[src/logic/pmp_arch_pkg.sv]
/*
 * PMP architectural encodings shared by the region logic
 * Configuration byte layout, region modes, privilege codes and widths
 */
package pmp_arch_pkg;

  ////////////////////////////////////////////////////////////
  // Address widths
  ////////////////////////////////////////////////////////////

  // Request address on both channels
  localparam int PhysAddrWidth = 32;

  // Region address in word units, upper bits beyond the CSR read as zero
  localparam int PmpAddrWidth = 34;

  ////////////////////////////////////////////////////////////
  // Configuration byte
  ////////////////////////////////////////////////////////////

  localparam int CfgBitR = 0;
  localparam int CfgBitW = 1;
  localparam int CfgBitX = 2;
  // Two bit address matching mode
  localparam int CfgModeLsb = 3;
  localparam int CfgBitL = 7;

  // Region address matching modes
  localparam logic [1:0] ModeOff   = 2'd0;
  localparam logic [1:0] ModeTor   = 2'd1;
  localparam logic [1:0] ModeNa4   = 2'd2;
  localparam logic [1:0] ModeNapot = 2'd3;

  ////////////////////////////////////////////////////////////
  // Privilege levels
  ////////////////////////////////////////////////////////////

  localparam logic [1:0] PrivUser    = 2'b00;
  localparam logic [1:0] PrivMachine = 2'b11;

endpackage

[src/logic/pmp_csr_pkg.sv]
/*
 * CSR map of the PMP block
 * Register numbers of the configuration and address CSRs, port widths
 */
package pmp_csr_pkg;

  // CSR port widths
  localparam int CsrNumWidth  = 12;
  localparam int CsrDataWidth = 32;

  // First configuration CSR, four configuration bytes per CSR
  // Region 4k+j sits in byte j of CSR k
  localparam logic [CsrNumWidth-1:0] CsrPmpCfgBase = 12'h3A0;

  // First address CSR, one CSR per region
  localparam logic [CsrNumWidth-1:0] CsrPmpAddrBase = 12'h3B0;

endpackage

[src/logic/pmp_csr_file.sv]
/*
 * PMP configuration and address registers
 * Applies the WARL write rules and lock checks, muxes the CSR read data
 */
`timescale 1ns/1ps

module pmp_csr_file
  import pmp_arch_pkg::*;
  import pmp_csr_pkg::*;
#(
  parameter int unsigned NumRegions = 8
) (
  input  logic                                     clk,
  input  logic                                     rst_ni,

  // SRAM-like CSR port
  input  logic                                     csr_we_i,
  input  logic [CsrNumWidth-1:0]                   csr_addr_i,
  input  logic [CsrDataWidth-1:0]                  csr_wdata_i,
  output logic [CsrDataWidth-1:0]                  csr_rdata_o,
  output logic                                     csr_illegal_o,

  // Region state towards the match logic
  output logic [NumRegions-1:0][7:0]               region_cfg_o,
  output logic [NumRegions-1:0][PmpAddrWidth-1:0]  region_addr_o,
  output logic [NumRegions-1:0]                    region_lock_o
);

  localparam int unsigned NumCfgCsrs = NumRegions / 4;

  logic [CsrNumWidth-1:0] cfg_off;
  logic [CsrNumWidth-1:0] addr_off;
  logic                   cfg_valid;
  logic                   addr_valid;
  logic [NumRegions-1:0]  cfg_hit;
  logic [NumRegions-1:0]  addr_hit;
  logic [NumRegions-1:0]  tor_lock;
  logic [NumRegions-1:0]  addr_lock;

  ////////////////////////////////////////////////////////////
  // CSR number decode
  ////////////////////////////////////////////////////////////

  // Offsets below the base wrap around and fall out of range
  assign cfg_off    = csr_addr_i - CsrPmpCfgBase;
  assign addr_off   = csr_addr_i - CsrPmpAddrBase;
  assign cfg_valid  = cfg_off < CsrNumWidth'(NumCfgCsrs);
  assign addr_valid = addr_off < CsrNumWidth'(NumRegions);

  assign csr_illegal_o = ~(cfg_valid | addr_valid);

  // Address of region i is frozen by its own lock or a locked TOR region above it
  assign addr_lock = region_lock_o | (tor_lock >> 1);

  ////////////////////////////////////////////////////////////
  // Per region registers
  ////////////////////////////////////////////////////////////

  for (genvar i = 0; i < NumRegions; i++) begin : g_region
    logic [7:0]              cfg_q;
    logic [CsrDataWidth-1:0] addr_q;
    logic [7:0]              cfg_raw;
    logic [7:0]              cfg_wdata;

    assign cfg_hit[i]  = cfg_valid & (cfg_off == CsrNumWidth'(i / 4));
    assign addr_hit[i] = addr_valid & (addr_off == CsrNumWidth'(i));

    assign cfg_raw = csr_wdata_i[8*(i%4) +: 8];

    // Reserved bits read as zero, W without R is not a legal combination
    always_comb begin
      cfg_wdata      = cfg_raw;
      cfg_wdata[6:5] = 2'b00;
      if (cfg_raw[CfgBitW] && !cfg_raw[CfgBitR]) begin
        cfg_wdata[CfgBitW] = 1'b0;
      end
    end

    always_ff @(posedge clk or negedge rst_ni) begin
      if (!rst_ni) begin
        cfg_q  <= '0;
        addr_q <= '0;
      end else begin
        if (csr_we_i && cfg_hit[i] && !cfg_q[CfgBitL]) begin
          cfg_q <= cfg_wdata;
        end
        if (csr_we_i && addr_hit[i] && !addr_lock[i]) begin
          addr_q <= csr_wdata_i;
        end
      end
    end

    assign region_cfg_o[i]  = cfg_q;
    assign region_addr_o[i] = {{(PmpAddrWidth-CsrDataWidth){1'b0}}, addr_q};
    assign region_lock_o[i] = cfg_q[CfgBitL];
    assign tor_lock[i]      = cfg_q[CfgBitL] & (cfg_q[CfgModeLsb +: 2] == ModeTor);
  end

  ////////////////////////////////////////////////////////////
  // Read mux
  ////////////////////////////////////////////////////////////

  // Illegal numbers hit nothing and read zero
  always_comb begin
    csr_rdata_o = '0;
    for (int i = 0; i < NumRegions; i++) begin
      if (cfg_hit[i]) begin
        csr_rdata_o[8*(i%4) +: 8] = region_cfg_o[i];
      end
      if (addr_hit[i]) begin
        csr_rdata_o = region_addr_o[i][CsrDataWidth-1:0];
      end
    end
  end

endmodule

[config.mk]
export PLATFORM = sky130hd
export DESIGN_NAME = pmp_csr_file
export DESIGN_NICKNAME = d
export VERILOG_FILES = /design/src/logic/pmp_arch_pkg.sv /design/src/logic/pmp_csr_pkg.sv /design/src/logic/pmp_csr_file.sv
export SDC_FILE = /design/constraint.sdc
export NUM_CORES = 1
export LEC_CHECK = 0
export ABC_AREA = 1
export BUFFER_PORTS_ARGS = -buffer_cell sky130_fd_sc_hd__buf_2
export CAP_MARGIN = 20
export CORE_MARGIN = 2
export CORE_UTILIZATION = 47
export DETAILED_ROUTE_END_ITERATION = 6
export GPL_ROUTABILITY_DRIVEN = 0
export GPL_TIMING_DRIVEN = 0
export PLACE_DENSITY = 0.75
export SLEW_MARGIN = 20
export SYNTH_ARGS = -nofsm -noshare
export SYNTH_HDL_FRONTEND = slang
export SYNTH_SLANG_ARGS = --single-unit
[constraint.sdc]
create_clock -name clk -period 2.4 [get_ports clk]
set_clock_uncertainty 0.05 [all_clocks]
set_input_delay 0.24 -clock clk [delete_from_list [all_inputs] [get_ports clk]]
set_output_delay 0.24 -clock clk [all_outputs]
set_load 0.01 [all_outputs]
==> run_results.csv <==
group,metric,value,unit
outcome,status,"finished with violations",
outcome,violations,"design-rule violations, negative hold slack, negative setup slack",
grt,grt_max_degree,89,
yosys,synthXorXnorAreaFrac,0.1201,%
sta,setup_ws,-0.4439,ns
yosys,muxShareOfSynthArea,0.1372,%
floorplan,fp.coreArea,30590,µm²
yosys,synth_adder_area_share,0.1715,%
worst_hold_path,hold_end,"g_region[5].addr_q[30]$_DFFE_PN0P_",
floorplan,die_w,180.2,µm
clock_network,cts_num_sinks,304,
clock_network,clk_pin_slew,0.06,ns
critical_path,cp.arrival,2.55,ns
final_layout,syn_to_final_growth,37.44,%
power_and_ir_drop,p_leak,0.01095,µW
floorplan,start_util,47.69,%
critical_path,ff2ff_path_depth,7,
sta,setup_viol_count_final,33,
worst_hold_path,min_from,"csr_wdata_i[30]",
routing,post-route-drc-count,1,
floorplan,rows,64,
routing,met1Wirelength,24000,µm
routing,wl,66840,µm
sta,min_period,2.844,ns
clock_network,cts.path.max_buffers,3,
power_and_ir_drop,max-vdd-ir-drop,493.8,µV
critical_path,crit_type,"input pin to output port",
grt,track_usage,39.55,%
yosys,yosysWarningCount,0,
floorplan,boundaryPins,424,
yosys,synth_compound_area_share,14.85,%
grt,grt_pass1_vias,15324,
yosys,yosys.area_share.simple,24.73,%
sta,slew_viol_final,0,
clock_network,clock_latency,0.57,ns
placement,io_buffers,390,
final_layout,drive_gt1_share,34.10,%
critical_path,start_kind,"input pin",
yosys,synth_area_leaders,"dfrtp_1 52%, nand2_1 16%, o21ai_0 9.8%",
placement,dp_hpwl,46070,µm
final_layout,fillers,2534,
routing,drtIter0Drc,2262,
sta,maxSlewHeadroom,51.12,%
yosys,yosysTopAreaCell,"dfrtp_1",
routing,met2WireLength,28800,µm
critical_path,reg2reg_to,"g_region[3].addr_q[29]$_DFFE_PN0P_",
worst_hold_path,min_path_type,"input pin to flip-flop",
critical_path,cp.required,2.11,ns
sta,setup_tns,-11.77,ns
yosys,synth_top_family_by_area,"simple AND/OR/NAND/NOR gates",
yosys,yosys_most_used_dff,"dfrtp_1",
yosys,netlist_instances,1777,
clock_network,cts-root-buf,"clkbuf_16",
sta,hold_violations,1,
yosys,post_synth_num_cell_types,46,
routing,wl_per_cell,24.42,µm
routing,ant_nets,0,
critical_path,r2r-start,"g_region[4].cfg_q[7]$_DFFE_PN0P_",
clock_network,cts_tree,"done",
power_and_ir_drop,finalPower,10680,µW
final_layout,finalNetCount,2367,
sta,rsz0062_at_grt,"true",
clock_network,htreeDepth,1,
worst_hold_path,min_path_cells,3,
final_layout,fin_area,20050,µm²
yosys,syn_area_per_cell,8.210,µm²
sta,fmax,351.6,MHz
routing,wl_met3,8753,µm
critical_path,rrSetupSlack,0.23,ns
routing,vias,16217,
yosys,seq_area_frac_synth,52.14,%
yosys,netlist.area_leader.share,52.14,%
final_layout,multi_input_area,6530,µm²
final_layout,ff_latch_area,7607,µm²
critical_path,crit_start,"csr_addr_i[5]",
placement,pre_cts_ws,-1.257,ns
critical_path,endpoint_kind,"output port",
sta,post-route-period-util,118.5,%
clock_network,cts_buffers,31,
placement,placed_cell_area,17260,µm²
grt,overflow,0,
yosys,async_flop_share,100.0,%
sta,whs,-0.007601,ns
yosys,syn_area,14590,µm²
critical_path,crit_path_max_fanout,7,
job,maxCapViolations,0,
yosys,ys_ff_latch,304,
routing,first_pass_iters,7,
grt,antenna_found_initial,1,
sta,tightestPinTransition,0.7331,ns
yosys,synth_edf_count,0,
routing,highest_layer,"met5",
floorplan,fp.dieH,180.2,µm
routing,vias_per_cell,5.925,
grt,grt_pass1_wl,96890,µm
power_and_ir_drop,powerDensity,532.6,nW/µm²
floorplan,die-area,32460,µm²
-- logic make-up (layout without fill, tap and decap cells) --
kind of cell,Yosys count,in the layout
flip-flops,304,304
multiplexers,2,2
XOR/XNOR,2,2
other,1,33
AND/OR/NAND/NOR,834,834
adder cells (fa/ha/maj),2,2
AO/OA/AOI/OAI,394,394
buffers and inverters,238,770
-- critical path: stages --
cell and delay [ns]:
buf_12 0.11, ha_4 0.16, nand2_4 0.06, nand2_4 0.06, nand2_4 0.09, nand2_2 0.06, nand2_2 0.09, nand2_4 0.06
nor2_4 0.17, nand2_4 0.09, buf_6 0.13, nor2_4 0.22, buf_4 0.16, buf_4 0.12, a22o_1 0.14, o21ai_0 0.08
nand2_1 0.12, nor2_1 0.05, o21ai_1 0.16, buf_2 0.16
-- registers in the layout, indices dropped and copies added (netlist names) --
signal	count
g_region.cfg_q	48
g_region.addr_q	256
-- cell usage after synthesis, types with 2 or more instances --
cell type,count
nor2_1,92
buf_2,13
nand4_1,33
nor3b_1,3
inv_1,115
a21oi_1,36
clkbuf_1,48
o22ai_1,4
or2_2,3
buf_6,9
dfrtp_1,304
buf_4,44
nand4_2,3
a22o_1,2
nor4_4,3
nor2_2,9
nand3_1,43
ha_1,2
o21ai_0,287
o211ai_1,5
nor2_4,4
a211oi_1,2
o21ai_1,14
nor3_1,6
o21ai_2,32
nand2_4,3
mux2i_1,2
o2111ai_1,3
a221oi_1,6
nand4_4,4
nand2_1,606
or2_0,6
nor3_2,2
inv_2,8
nand2_2,9
nand3_2,2
-- per-stage QoR --
stage	utilization (%)	cells
finish	65.55	2737
global route	65.54	2736
CTS	63.92	2718
detailed placement	56.42	2597
global placement	56.07	2594
floorplan	-	1808
-- per-layer routing --
| metal | track usage (%) | vias up |
|---|---|---|
| met5 | 1.778 | - |
| li1 | - | 6810 |
| met4 | 24.97 | 4 |
| met3 | 11.01 | 338 |
| met1 | 50.34 | 7732 |
| met2 | 59.57 | 1333 |
-- how the worst max path moves through the flow --
stage / endpoint
finish: csr_rdata_o[5]
floorplan: csr_rdata_o[21]
CTS: csr_rdata_o[11]
detailed placement: csr_rdata_o[13]
global route: csr_rdata_o[3]
global placement: g_region[5].addr_q[24]$_DFFE_PN0P_
-- power by group --
part,switching (µW),total (µW),leakage [µW],internal [µW]
sequential,0.00286,5120,0.00420,5120
clock,2130,5020,0.000499,2900
combinational,382,531,0.00626,149
-- area by class of cell --
cell class	instances	share of cell area, %
multi-input cells	1266	32.57
diodes	1	0.01248
inverters	123	2.558
clock inverters	10	0.6615
repair buffers	477	14.83
flip-flops and latches	304	37.94
well taps	396	2.471
plain buffers	115	4.474
clock buffers	45	4.480
-- layout by cell type, fill, tap and decap left out, types with 6 or more instances in the layout --
cell,n
a21oi_1,30
conb_1,32
inv_2,11
clkbuf_16,32
nand2_2,35
clkbuf_8,9
buf_4,99
o21ai_0,267
nand3_2,17
clkinvlp_4,6
or2_0,6
nand2_1,569
nor2_2,9
nor2_1,78
buf_2,387
o21ai_2,38
clkbuf_2,13
nand3_1,27
buf_6,31
nand4_4,6
dfrtp_1,304
buf_12,17
nand4_1,33
nor2_4,18
dlygate4sd3_1,8
o21ai_1,27
inv_1,103
clkbuf_1,30
nand2_4,12
-- what timing repair did --
action,in CTS,in global routing
gates cloned,3,1
endpoints found under the setup margin,224,205
hold buffers,8,0
endpoints found under the hold margin,91,0
pin swaps,60,63
buffers inserted,55,18
gates resized for setup,186,120
Power figures use the tool's default switching activity.
